--- config.mk ---
export PLATFORM = sky130hd
export DESIGN_NAME = periph_top
export DESIGN_NICKNAME = d
export VERILOG_FILES = /design/src/logic/soc_pkg.sv /design/src/logic/wb_if.sv /design/src/logic/rst_sync.sv /design/src/logic/wb_decoder.sv /design/src/logic/clint_timer.sv /design/src/logic/plic_gateway.sv /design/src/logic/uart_core.sv /design/src/logic/periph_top.sv
export VERILOG_INCLUDE_DIRS = /design/src /design/src/logic
export SDC_FILE = /design/constraint.sdc
export NUM_CORES = 1
export LEC_CHECK = 0
export BUFFER_PORTS_ARGS = -buffer_cell sky130_fd_sc_hd__buf_2
export CAP_MARGIN = 0
export CORE_ASPECT_RATIO = 1.5
export CORE_MARGIN = 2
export CORE_UTILIZATION = 53
export DETAILED_ROUTE_END_ITERATION = 8
export GPL_TIMING_DRIVEN = 1
export PLACE_DENSITY = 0.73
export SLEW_MARGIN = 0
export SYNTH_ARGS = -nofsm -noshare
export SYNTH_HDL_FRONTEND = slang
export SYNTH_SLANG_ARGS = --single-unit
--- constraint.sdc ---
create_clock -name clk -period 4.35 [get_ports clk]
set_input_delay 0.435 -clock clk [delete_from_list [all_inputs] [get_ports clk]]
set_output_delay 0.435 -clock clk [all_outputs]
set_load 0.03 [all_outputs]
--- src/logic/soc_params.svh ---
`ifndef SOC_PARAMS_SVH
`define SOC_PARAMS_SVH

// ~~~~~~~~~~~~~~~~~~~~~~~~~~~~~~~~~~~~~~~~~~~~~~~~~
// Bus widths
// ~~~~~~~~~~~~~~~~~~~~~~~~~~~~~~~~~~~~~~~~~~~~~~~~~
`define ADDR_W 16
`define DATA_W 32

// ~~~~~~~~~~~~~~~~~~~~~~~~~~~~~~~~~~~~~~~~~~~~~~~~~
// Address map, 256 bytes per region
// ~~~~~~~~~~~~~~~~~~~~~~~~~~~~~~~~~~~~~~~~~~~~~~~~~
`define CLINT_BASE 16'h0000
`define PLIC_BASE  16'h0100
`define UART_BASE  16'h0200

`define IRQ_NUM    2 // UART and external line.
`define RST_STAGES 3

`endif

--- src/logic/soc_pkg.sv ---
`include "soc_params.svh"

package soc_pkg;

    typedef logic [`ADDR_W-1:0]   addr_t;
    typedef logic [`DATA_W-1:0]   data_t;
    typedef logic [`DATA_W/8-1:0] sel_t;
    typedef logic [7:0]           reg_off_t; // Offset inside a region.

    typedef logic [`IRQ_NUM-1:0]  irq_vec_t;
    typedef logic [1:0]           irq_id_t;  // Zero means no source.

    typedef logic [15:0]          baud_div_t;

    typedef enum logic [1:0] {TX_IDLE, TX_START, TX_DATA, TX_STOP} uart_tx_state_e;
    typedef enum logic [1:0] {RX_IDLE, RX_START, RX_DATA, RX_STOP} uart_rx_state_e;

endpackage

--- src/logic/wb_if.sv ---
`timescale 1ns/100ps

interface wb_if;
    import soc_pkg::*;

    logic     cyc;
    logic     stb;
    logic     we;
    reg_off_t adr;
    data_t    dat_w;
    sel_t     sel;
    data_t    dat_r;
    logic     ack;

    modport master (
        output cyc, stb, we, adr, dat_w, sel,
        input  dat_r, ack
    );

    modport slave (
        input  cyc, stb, we, adr, dat_w, sel,
        output dat_r, ack
    );
endinterface

--- src/logic/rst_sync.sv ---
`timescale 1ns/100ps
`include "soc_params.svh"

module rst_sync #(
    parameter int STAGES = `RST_STAGES
) (
    input  logic clk,
    input  logic rst_n_i,
    output logic rst_n_o
);
    logic [STAGES-1:0] chain;

    always_ff @(posedge clk or negedge rst_n_i) begin
        if (!rst_n_i) begin
            chain <= '0; // Assert at once.
        end else begin
            chain <= {chain[STAGES-2:0], 1'b1}; // Release on the clock.
        end
    end

    assign rst_n_o = chain[STAGES-1];
endmodule

--- src/logic/wb_decoder.sv ---
`timescale 1ns/100ps
`include "soc_params.svh"

module wb_decoder (
    input  logic           clk,
    input  logic           rst_n_i,
    input  logic           wb_cyc_i,
    input  logic           wb_stb_i,
    input  logic           wb_we_i,
    input  soc_pkg::addr_t wb_adr_i,
    input  soc_pkg::data_t wb_dat_i,
    input  soc_pkg::sel_t  wb_sel_i,
    output soc_pkg::data_t wb_dat_o,
    output logic           wb_ack_o,
    output logic           wb_err_o,
    wb_if.master           clint_bus,
    wb_if.master           plic_bus,
    wb_if.master           uart_bus
);
    import soc_pkg::*;

    addr_t region;
    logic  hit_clint, hit_plic, hit_uart;
    logic  unmapped;
    logic  err_q;

    assign region    = {wb_adr_i[`ADDR_W-1:8], 8'h00};
    assign hit_clint = (region == `CLINT_BASE);
    assign hit_plic  = (region == `PLIC_BASE);
    assign hit_uart  = (region == `UART_BASE);
    assign unmapped  = !(hit_clint || hit_plic || hit_uart);

    // ~~~~~~~~~~~~~~~~~~~~~~~~~~~~~~~~~~~~~~~~~~~~~~~~~
    // Request fan-out
    // ~~~~~~~~~~~~~~~~~~~~~~~~~~~~~~~~~~~~~~~~~~~~~~~~~
    assign clint_bus.cyc   = wb_cyc_i;
    assign clint_bus.stb   = wb_stb_i & hit_clint;
    assign clint_bus.we    = wb_we_i;
    assign clint_bus.adr   = wb_adr_i[7:0];
    assign clint_bus.dat_w = wb_dat_i;
    assign clint_bus.sel   = wb_sel_i;

    assign plic_bus.cyc    = wb_cyc_i;
    assign plic_bus.stb    = wb_stb_i & hit_plic;
    assign plic_bus.we     = wb_we_i;
    assign plic_bus.adr    = wb_adr_i[7:0];
    assign plic_bus.dat_w  = wb_dat_i;
    assign plic_bus.sel    = wb_sel_i;

    assign uart_bus.cyc    = wb_cyc_i;
    assign uart_bus.stb    = wb_stb_i & hit_uart;
    assign uart_bus.we     = wb_we_i;
    assign uart_bus.adr    = wb_adr_i[7:0];
    assign uart_bus.dat_w  = wb_dat_i;
    assign uart_bus.sel    = wb_sel_i;

    // ~~~~~~~~~~~~~~~~~~~~~~~~~~~~~~~~~~~~~~~~~~~~~~~~~
    // Response return
    // ~~~~~~~~~~~~~~~~~~~~~~~~~~~~~~~~~~~~~~~~~~~~~~~~~
    assign wb_dat_o = hit_clint ? clint_bus.dat_r :
                      hit_plic  ? plic_bus.dat_r  :
                      hit_uart  ? uart_bus.dat_r  : '0;
    assign wb_ack_o = (hit_clint & clint_bus.ack) | (hit_plic & plic_bus.ack)
                    | (hit_uart & uart_bus.ack);

    always_ff @(posedge clk or negedge rst_n_i) begin
        if (!rst_n_i) begin
            err_q <= 1'b0;
        end else begin
            err_q <= wb_cyc_i & wb_stb_i & unmapped & ~err_q; // Same timing as ack.
        end
    end

    assign wb_err_o = err_q;

    a_one_slave: assert property (@(posedge clk) disable iff (!rst_n_i)
        $onehot0({clint_bus.stb, plic_bus.stb, uart_bus.stb}));
    a_ack_err: assert property (@(posedge clk) disable iff (!rst_n_i)
        !(wb_ack_o && wb_err_o));
endmodule

--- src/logic/clint_timer.sv ---
`timescale 1ns/100ps

module clint_timer (
    input  logic clk,
    input  logic rst_n_i,
    wb_if.slave  bus,
    output logic msip_o,
    output logic mtip_o
);
    import soc_pkg::*;

    localparam reg_off_t MSIP_OFF     = 8'h00;
    localparam reg_off_t MTIMECMP_OFF = 8'h04;
    localparam reg_off_t MTIME_OFF    = 8'h08;

    data_t mtime;
    data_t mtimecmp;
    data_t rd_data;
    logic  req;

    function automatic data_t merge_bytes(data_t old_v, data_t new_v, sel_t be);
        data_t res;
        res = old_v;
        for (int b = 0; b < $bits(sel_t); b++) begin
            if (be[b]) begin
                res[8*b +: 8] = new_v[8*b +: 8];
            end
        end
        return res;
    endfunction

    assign req = bus.cyc & bus.stb & ~bus.ack; // First cycle of an access.

    always_comb begin
        case (bus.adr)
            MSIP_OFF:     rd_data = data_t'(msip_o);
            MTIMECMP_OFF: rd_data = mtimecmp;
            MTIME_OFF:    rd_data = mtime;
            default:      rd_data = '0;
        endcase
    end

    always_ff @(posedge clk or negedge rst_n_i) begin
        if (!rst_n_i) begin
            bus.ack  <= 1'b0;
            msip_o   <= 1'b0;
            mtip_o   <= 1'b0;
            mtime    <= '0;
            mtimecmp <= '1; // No timer interrupt until programmed.
        end else begin
            bus.ack <= req;
            mtip_o  <= (mtime >= mtimecmp);
            if (req && bus.we && bus.adr == MTIME_OFF) begin
                mtime <= merge_bytes(mtime, bus.dat_w, bus.sel);
            end else begin
                mtime <= mtime + 1'b1;
            end
            if (req && bus.we && bus.adr == MTIMECMP_OFF) begin
                mtimecmp <= merge_bytes(mtimecmp, bus.dat_w, bus.sel);
            end
            if (req && bus.we && bus.adr == MSIP_OFF && bus.sel[0]) begin
                msip_o <= bus.dat_w[0];
            end
        end
    end

    always_ff @(posedge clk) begin
        if (req && !bus.we) begin
            bus.dat_r <= rd_data;
        end
    end

    a_ack_pulse: assert property (@(posedge clk) disable iff (!rst_n_i)
        bus.ack |=> !bus.ack);
endmodule

--- src/logic/plic_gateway.sv ---
`timescale 1ns/100ps
`include "soc_params.svh"

module plic_gateway (
    input  logic              clk,
    input  logic              rst_n_i,
    wb_if.slave               bus,
    input  soc_pkg::irq_vec_t irq_src_i,
    output logic              meip_o
);
    import soc_pkg::*;

    irq_vec_t pending, enable, in_service;
    irq_id_t  claim_id;
    data_t    rd_data;
    logic     req, claim_rd, complete_wr;

    assign req         = bus.cyc & bus.stb & ~bus.ack;
    assign claim_rd    = req & ~bus.we & (bus.adr == 8'h08);
    assign complete_wr = req & bus.we & (bus.adr == 8'h08) & bus.sel[0];

    always_comb begin
        claim_id = '0;
        for (int i = `IRQ_NUM-1; i >= 0; i--) begin
            if (pending[i] && enable[i]) begin
                claim_id = irq_id_t'(i + 1); // Lowest index wins.
            end
        end
    end

    always_comb begin
        case (bus.adr)
            8'h00:   rd_data = data_t'(pending);
            8'h04:   rd_data = data_t'(enable);
            8'h08:   rd_data = data_t'(claim_id);
            default: rd_data = '0;
        endcase
    end

    always_ff @(posedge clk or negedge rst_n_i) begin
        if (!rst_n_i) begin
            bus.ack    <= 1'b0;
            pending    <= '0;
            enable     <= '0;
            in_service <= '0;
            meip_o     <= 1'b0;
        end else begin
            bus.ack <= req;
            meip_o  <= |(pending & enable);
            if (req && bus.we && bus.adr == 8'h04 && bus.sel[0]) begin
                enable <= bus.dat_w[`IRQ_NUM-1:0];
            end
            for (int i = 0; i < `IRQ_NUM; i++) begin
                if (claim_rd && claim_id == irq_id_t'(i + 1)) begin
                    pending[i]    <= 1'b0;
                    in_service[i] <= 1'b1;
                end else begin
                    if (irq_src_i[i] && !in_service[i]) begin
                        pending[i] <= 1'b1; // Blocked while in service.
                    end
                    if (complete_wr && bus.dat_w[1:0] == irq_id_t'(i + 1)) begin
                        in_service[i] <= 1'b0;
                    end
                end
            end
        end
    end

    always_ff @(posedge clk) begin
        if (req && !bus.we) begin
            bus.dat_r <= rd_data;
        end
    end

    a_pend_vs_serv: assert property (@(posedge clk) disable iff (!rst_n_i)
        (pending & in_service) == '0);
endmodule

--- src/logic/uart_core.sv ---
`timescale 1ns/100ps

module uart_core (
    input  logic clk,
    input  logic rst_n_i,
    wb_if.slave  bus,
    input  logic rx_i,
    output logic tx_o,
    output logic irq_o
);
    import soc_pkg::*;

    uart_tx_state_e tx_state;
    uart_rx_state_e rx_state;
    baud_div_t      divisor, tx_cnt, rx_cnt;
    logic [2:0]     tx_bit, rx_bit;
    logic [7:0]     tx_data, rx_shift, rx_byte;
    logic [2:0]     rx_sync; // Two sync stages and one for edge detect.
    logic           rx_valid;
    logic           req, tx_start, data_rd;
    data_t          rd_data;

    assign req      = bus.cyc & bus.stb & ~bus.ack;
    assign tx_start = req & bus.we & (bus.adr == 8'h00) & bus.sel[0] & (tx_state == TX_IDLE);
    assign data_rd  = req & ~bus.we & (bus.adr == 8'h00);
    assign irq_o    = rx_valid;

    always_comb begin
        case (bus.adr)
            8'h00:   rd_data = data_t'(rx_byte);
            8'h04:   rd_data = data_t'({rx_valid, tx_state != TX_IDLE});
            8'h08:   rd_data = data_t'(divisor);
            default: rd_data = '0;
        endcase
    end

    // ~~~~~~~~~~~~~~~~~~~~~~~~~~~~~~~~~~~~~~~~~~~~~~~~~
    // Registers and transmitter
    // ~~~~~~~~~~~~~~~~~~~~~~~~~~~~~~~~~~~~~~~~~~~~~~~~~
    always_ff @(posedge clk or negedge rst_n_i) begin
        if (!rst_n_i) begin
            bus.ack  <= 1'b0;
            divisor  <= 16'd15;
            tx_state <= TX_IDLE;
            tx_o     <= 1'b1;
            tx_cnt   <= '0;
            tx_bit   <= '0;
        end else begin
            bus.ack <= req;
            if (req && bus.we && bus.adr == 8'h08) begin
                if (bus.sel[0]) divisor[7:0] <= bus.dat_w[7:0];
                if (bus.sel[1]) divisor[15:8] <= bus.dat_w[15:8];
            end
            if (tx_state == TX_IDLE) begin
                if (tx_start) begin
                    tx_state <= TX_START;
                    tx_o     <= 1'b0; // Start bit.
                    tx_cnt   <= '0;
                end
            end else if (tx_cnt != divisor) begin
                tx_cnt <= tx_cnt + 1'b1;
            end else begin
                tx_cnt <= '0;
                case (tx_state)
                    TX_START: begin
                        tx_state <= TX_DATA;
                        tx_bit   <= '0;
                        tx_o     <= tx_data[0];
                    end
                    TX_DATA: begin
                        if (tx_bit == 3'd7) begin
                            tx_state <= TX_STOP;
                            tx_o     <= 1'b1;
                        end else begin
                            tx_bit <= tx_bit + 1'b1;
                            tx_o   <= tx_data[tx_bit + 3'd1]; // LSB first.
                        end
                    end
                    default: tx_state <= TX_IDLE;
                endcase
            end
        end
    end

    // ~~~~~~~~~~~~~~~~~~~~~~~~~~~~~~~~~~~~~~~~~~~~~~~~~
    // Receiver
    // ~~~~~~~~~~~~~~~~~~~~~~~~~~~~~~~~~~~~~~~~~~~~~~~~~
    always_ff @(posedge clk or negedge rst_n_i) begin
        if (!rst_n_i) begin
            rx_sync  <= '1;
            rx_state <= RX_IDLE;
            rx_cnt   <= '0;
            rx_bit   <= '0;
            rx_valid <= 1'b0;
        end else begin
            rx_sync <= {rx_sync[1:0], rx_i};
            if (data_rd) begin
                rx_valid <= 1'b0;
            end
            case (rx_state)
                RX_IDLE: begin
                    rx_cnt <= '0;
                    if (rx_sync[2] && !rx_sync[1]) rx_state <= RX_START; // Falling edge.
                end
                RX_START: begin
                    rx_cnt <= rx_cnt + 1'b1;
                    if (rx_cnt == (divisor >> 1)) begin
                        rx_cnt   <= '0;
                        rx_bit   <= '0;
                        rx_state <= rx_sync[1] ? RX_IDLE : RX_DATA; // Glitch check.
                    end
                end
                RX_DATA: begin
                    rx_cnt <= rx_cnt + 1'b1;
                    if (rx_cnt == divisor) begin
                        rx_cnt <= '0;
                        rx_bit <= rx_bit + 1'b1;
                        if (rx_bit == 3'd7) rx_state <= RX_STOP;
                    end
                end
                default: begin
                    rx_cnt <= rx_cnt + 1'b1;
                    if (rx_cnt == divisor) begin
                        rx_state <= RX_IDLE;
                        if (rx_sync[1]) rx_valid <= 1'b1; // Mid stop bit.
                    end
                end
            endcase
        end
    end

    always_ff @(posedge clk) begin
        if (tx_start) tx_data <= bus.dat_w[7:0];
        if (req && !bus.we) bus.dat_r <= rd_data;
        if (rx_state == RX_DATA && rx_cnt == divisor) rx_shift <= {rx_sync[1], rx_shift[7:1]};
        if (rx_state == RX_STOP && rx_cnt == divisor && rx_sync[1]) rx_byte <= rx_shift;
    end

    a_tx_idle_high: assert property (@(posedge clk) disable iff (!rst_n_i)
        (tx_state == TX_IDLE) |-> tx_o);
endmodule

--- src/logic/periph_top.sv ---
`timescale 1ns/100ps

module periph_top (
    input  logic           clk,
    input  logic           rst_n_i,
    input  logic           wb_cyc_i,
    input  logic           wb_stb_i,
    input  logic           wb_we_i,
    input  soc_pkg::addr_t wb_adr_i,
    input  soc_pkg::data_t wb_dat_i,
    input  soc_pkg::sel_t  wb_sel_i,
    output soc_pkg::data_t wb_dat_o,
    output logic           wb_ack_o,
    output logic           wb_err_o,
    input  logic           ext_irq_i,
    input  logic           rxd_i,
    output logic           txd_o,
    output logic           msip_o,
    output logic           mtip_o,
    output logic           meip_o
);
    import soc_pkg::*;

    logic     clint_rst_n, plic_rst_n, uart_rst_n;
    logic     uart_irq;
    irq_vec_t irq_src;

    wb_if clint_bus();
    wb_if plic_bus();
    wb_if uart_bus();

    // One synchronizer per slave; the decoder runs on the timer reset.
    rst_sync i_rst_clint (.clk(clk), .rst_n_i(rst_n_i), .rst_n_o(clint_rst_n));
    rst_sync i_rst_plic  (.clk(clk), .rst_n_i(rst_n_i), .rst_n_o(plic_rst_n));
    rst_sync i_rst_uart  (.clk(clk), .rst_n_i(rst_n_i), .rst_n_o(uart_rst_n));

    wb_decoder i_decoder (
        .clk(clk), .rst_n_i(clint_rst_n),
        .wb_cyc_i(wb_cyc_i), .wb_stb_i(wb_stb_i), .wb_we_i(wb_we_i),
        .wb_adr_i(wb_adr_i), .wb_dat_i(wb_dat_i), .wb_sel_i(wb_sel_i),
        .wb_dat_o(wb_dat_o), .wb_ack_o(wb_ack_o), .wb_err_o(wb_err_o),
        .clint_bus(clint_bus.master), .plic_bus(plic_bus.master), .uart_bus(uart_bus.master)
    );

    clint_timer i_clint (
        .clk(clk), .rst_n_i(clint_rst_n), .bus(clint_bus.slave),
        .msip_o(msip_o), .mtip_o(mtip_o)
    );

    assign irq_src = {ext_irq_i, uart_irq}; // Source 0 is the UART.

    plic_gateway i_plic (
        .clk(clk), .rst_n_i(plic_rst_n), .bus(plic_bus.slave),
        .irq_src_i(irq_src), .meip_o(meip_o)
    );

    uart_core i_uart (
        .clk(clk), .rst_n_i(uart_rst_n), .bus(uart_bus.slave),
        .rx_i(rxd_i), .tx_o(txd_o), .irq_o(uart_irq)
    );
endmodule

==> flow_metrics.tcl <==
set metrics [dict create \
    synth-edff-count 74 \
    cts_buffers 22 \
    wl_per_cell_um 19.3 \
    crit_arrival_ns 3.15 \
    cts_resized 0 \
    worst_ir_drop_vdd_mv 0.274 \
    clock_path_buffers 3 \
    holdBufCountCts 1 \
    netlist.area_leader.share 0.226 \
    rsz0062_at_grt "no" \
    routed_via_density 5.97 \
    clkTransAtPathRegs_ns 0.06 \
    hold_class "input pin to flop" \
    use_met3 0.0391 \
    yosysWarnings 0 \
    p_leak_nw 5.51 \
    route.vias.total 8454 \
    ys_types 72 \
    slew_viol_final 0 \
    yosysSeqAreaShare 0.514 \
    async_flop_share 0.659 \
    insertion_delay_ns 0.50 \
    die_x_um 124 \
    synth_nets 1148 \
    crit_slowest_cell "and3_1" \
    routed_wl_um 27400 \
    max_cap_violations 0 \
    grt_pass1_wl_um 44000 \
    synth_most_common_cell "dfrtp_1" \
    grt_pass1_vias 8393 \
    met1_usage 0.317 \
    synth-seq-cells 217 \
    startpoint_type "input pin" \
    dpl.hpwl_um 19400 \
    relSlewSlack 0.279 \
    synth_flop_cell "dfrtp_1" \
    layout_setup_ws_ns 1.58 \
    grt_max_degree 77 \
    tightestPinTransition_ns 1.08 \
    period_minus_slack_ns 2.77 \
    rows 65 \
    synth_area_leaders "dfrtp_1 23%, edfxtp_1 20%, dfstp_2 9.2%" \
    cts.sinks 217 \
    drive_gt1_frac 0.228 \
    port_buffers 96 \
    cp_data_required_time_ns 4.74 \
    met2_usage 0.413 \
    dr.pass1.iters 5 \
    cp_max_fo 28 \
    fin_util 0.609 \
    post_cts_buffers 0 \
    syn_area_per_cell_um2 10.9 \
    path_cells "buf_2, nor4_1, and4b_2, and3_1, nand2_2, o21ai_0, o21ba_2" \
    syn_to_final_growth_pct 12.8 \
    clock_skew_ns 0.00931 \
    grt_overflow 0 \
    fp.dieH_um 183 \
    drc 0 \
    cts_tree "built" \
    synth_area_um2 11400 \
    outcome "complete, no violations" \
    htree_levels 1 \
    antenna_found_initial 2 \
    power_density_nw_per_um2 347 \
    die_area_um2 22700 \
    synthCells 1041 \
    ctsRootBufferMaster "clkbuf_16" \
    gp_congestion 0.879 \
    place_ws_ns 1.13 \
    synth_top_cell_by_area "dfrtp_1" \
    hold_violations 0 \
    cpPeakStageDelay_ns 0.84 \
    layout.nets 1237 \
    grt_use_total 0.248 \
    core_um2 21100 \
    period_share 0.636 \
    drtIter0Drc 562 \
    crit_type "input pin to flop" \
    io_pins 97 \
    max_freq_ghz 0.362 \
    start_util 0.540 \
    finalSetupViolCount 0 \
    finalSetupTns_ns 0 \
    synth_common_cells "103 x dfrtp_1, 76 x nor2_1, 75 x nand2_1" \
    busiest_layer "met2" \
    worst_setup_path_end_kind "flop" \
    ant_nets 0 \
]
## per-layer routing
layer | vias up | share of wire
li1 | 3976 | -
met1 | 4116 | 0.41
met2 | 289 | 0.48
met3 | 71 | 0.058
met4 | 2 | 0.046
met5 | - | 0.00044
## worst max-delay path, delay by kind of cell
family	cells	cell delay [ns]
AO/OA/AOI/OAI	2	0.43
buffers and inverters	1	0.09
AND/OR/NAND/NOR	4	2.18
## power by group
| group | internal, mW | total [mW] | switching [mW] |
|---|---|---|---|
| sequential | 2.21 | 2.29 | 0.0807 |
| clock | 0.985 | 1.79 | 0.803 |
| combinational | 0.151 | 0.379 | 0.228 |
## layout make-up
| cell class | instances | area, µm² |
|---|---|---|
| diodes | 1 | 2.50 |
| clock buffers | 25 | 593 |
| clock inverters | 15 | 88.8 |
| fillers | 1757 | 8230 |
| inverters | 55 | 206 |
| multi-input cells | 726 | 5170 |
| flip-flops and latches | 217 | 5850 |
| well taps | 268 | 335 |
| repair buffers | 108 | 586 |
## path summary, 6_finish.rpt
| check | from | endpoint | slack (ns) | depth (start not counted) |
|---|---|---|---|---|
| min in group asynchronous | rst_n_i | i_rst_clint.chain[2] | 0.25 | 2 |
| hold / removal | rxd_i | i_uart.rx_sync[0] | 0.03 | 1 |
| setup reg to reg | i_clint.bus.ack | i_clint.mtime[13] | 1.66 | 6 |
| setup / recovery | wb_adr_i[5] | i_clint.mtime[13] | 1.58 | 7 |
| hold reg to reg | i_rst_uart.chain[0] | i_rst_uart.chain[1] | 0.35 | 0 |
| max in group asynchronous | i_rst_clint.chain[2] | i_uart.tx_o | 2.90 | 1 |
## stage by stage
step                total power, mW  std cells  area (µm²)  hold WS (ns)
floorplan                      2.57       1041       11400         0.139
global placement               2.70       1373       12100         0.232
detailed placement             2.71       1373       12100         0.232
CTS                            4.50       1414       12800        0.0128
global route                   4.63       1414       12800        0.0160
finish                         4.45       1415       12800        0.0334
## logic make-up (layout without fill, tap and decap cells)
group	Yosys count	in the layout	synth area share
other cells	1	2	0.000329
mux	61	61	0.0609
compound gates	224	224	0.138
fa+ha+maj	48	48	0.0528
simple gates	329	329	0.152
xor+xnor	63	63	0.0485
flops	217	217	0.514
buf+inv	98	203	0.0333
## registers in the layout, indices dropped and copies added (netlist names), 2 cells and up
| signal | cells |
|---|---|
| i_uart.rx_cnt | 16 |
| i_plic.enable | 2 |
| i_uart.rx_shift | 8 |
| i_uart.rx_sync | 3 |
| i_plic.pending | 2 |
| i_uart.tx_bit | 3 |
| i_uart.bus.dat_r | 16 |
| i_plic.bus.dat_r | 2 |
| i_plic.in_service | 2 |
| i_uart.tx_data | 8 |
| i_uart.rx_state | 2 |
| i_rst_uart.chain | 2 |
| i_uart.divisor | 16 |
| i_uart.tx_cnt | 16 |
| i_clint.bus.dat_r | 32 |
| i_clint.mtime | 32 |
| i_uart.rx_bit | 3 |
| i_uart.rx_byte | 8 |
| i_uart.tx_state | 2 |
| i_clint.mtimecmp | 32 |
## layout by cell type, fill, tap and decap left out, types with 35 or more instances in the layout
master | netlist | layout
a21oi_1 | 38 | 38
a22o_1 | 55 | 55
buf_2 | 6 | 96
dfrtp_1 | 103 | 102
dfstp_2 | 40 | 40
edfxtp_1 | 74 | 74
ha_1 | 48 | 48
inv_1 | 55 | 55
mux2_2 | 45 | 45
nand2_1 | 75 | 75
nor2_1 | 76 | 75
o21ai_0 | 58 | 58
xnor2_1 | 35 | 35
Note: power is estimated with default switching activity, not from simulation.
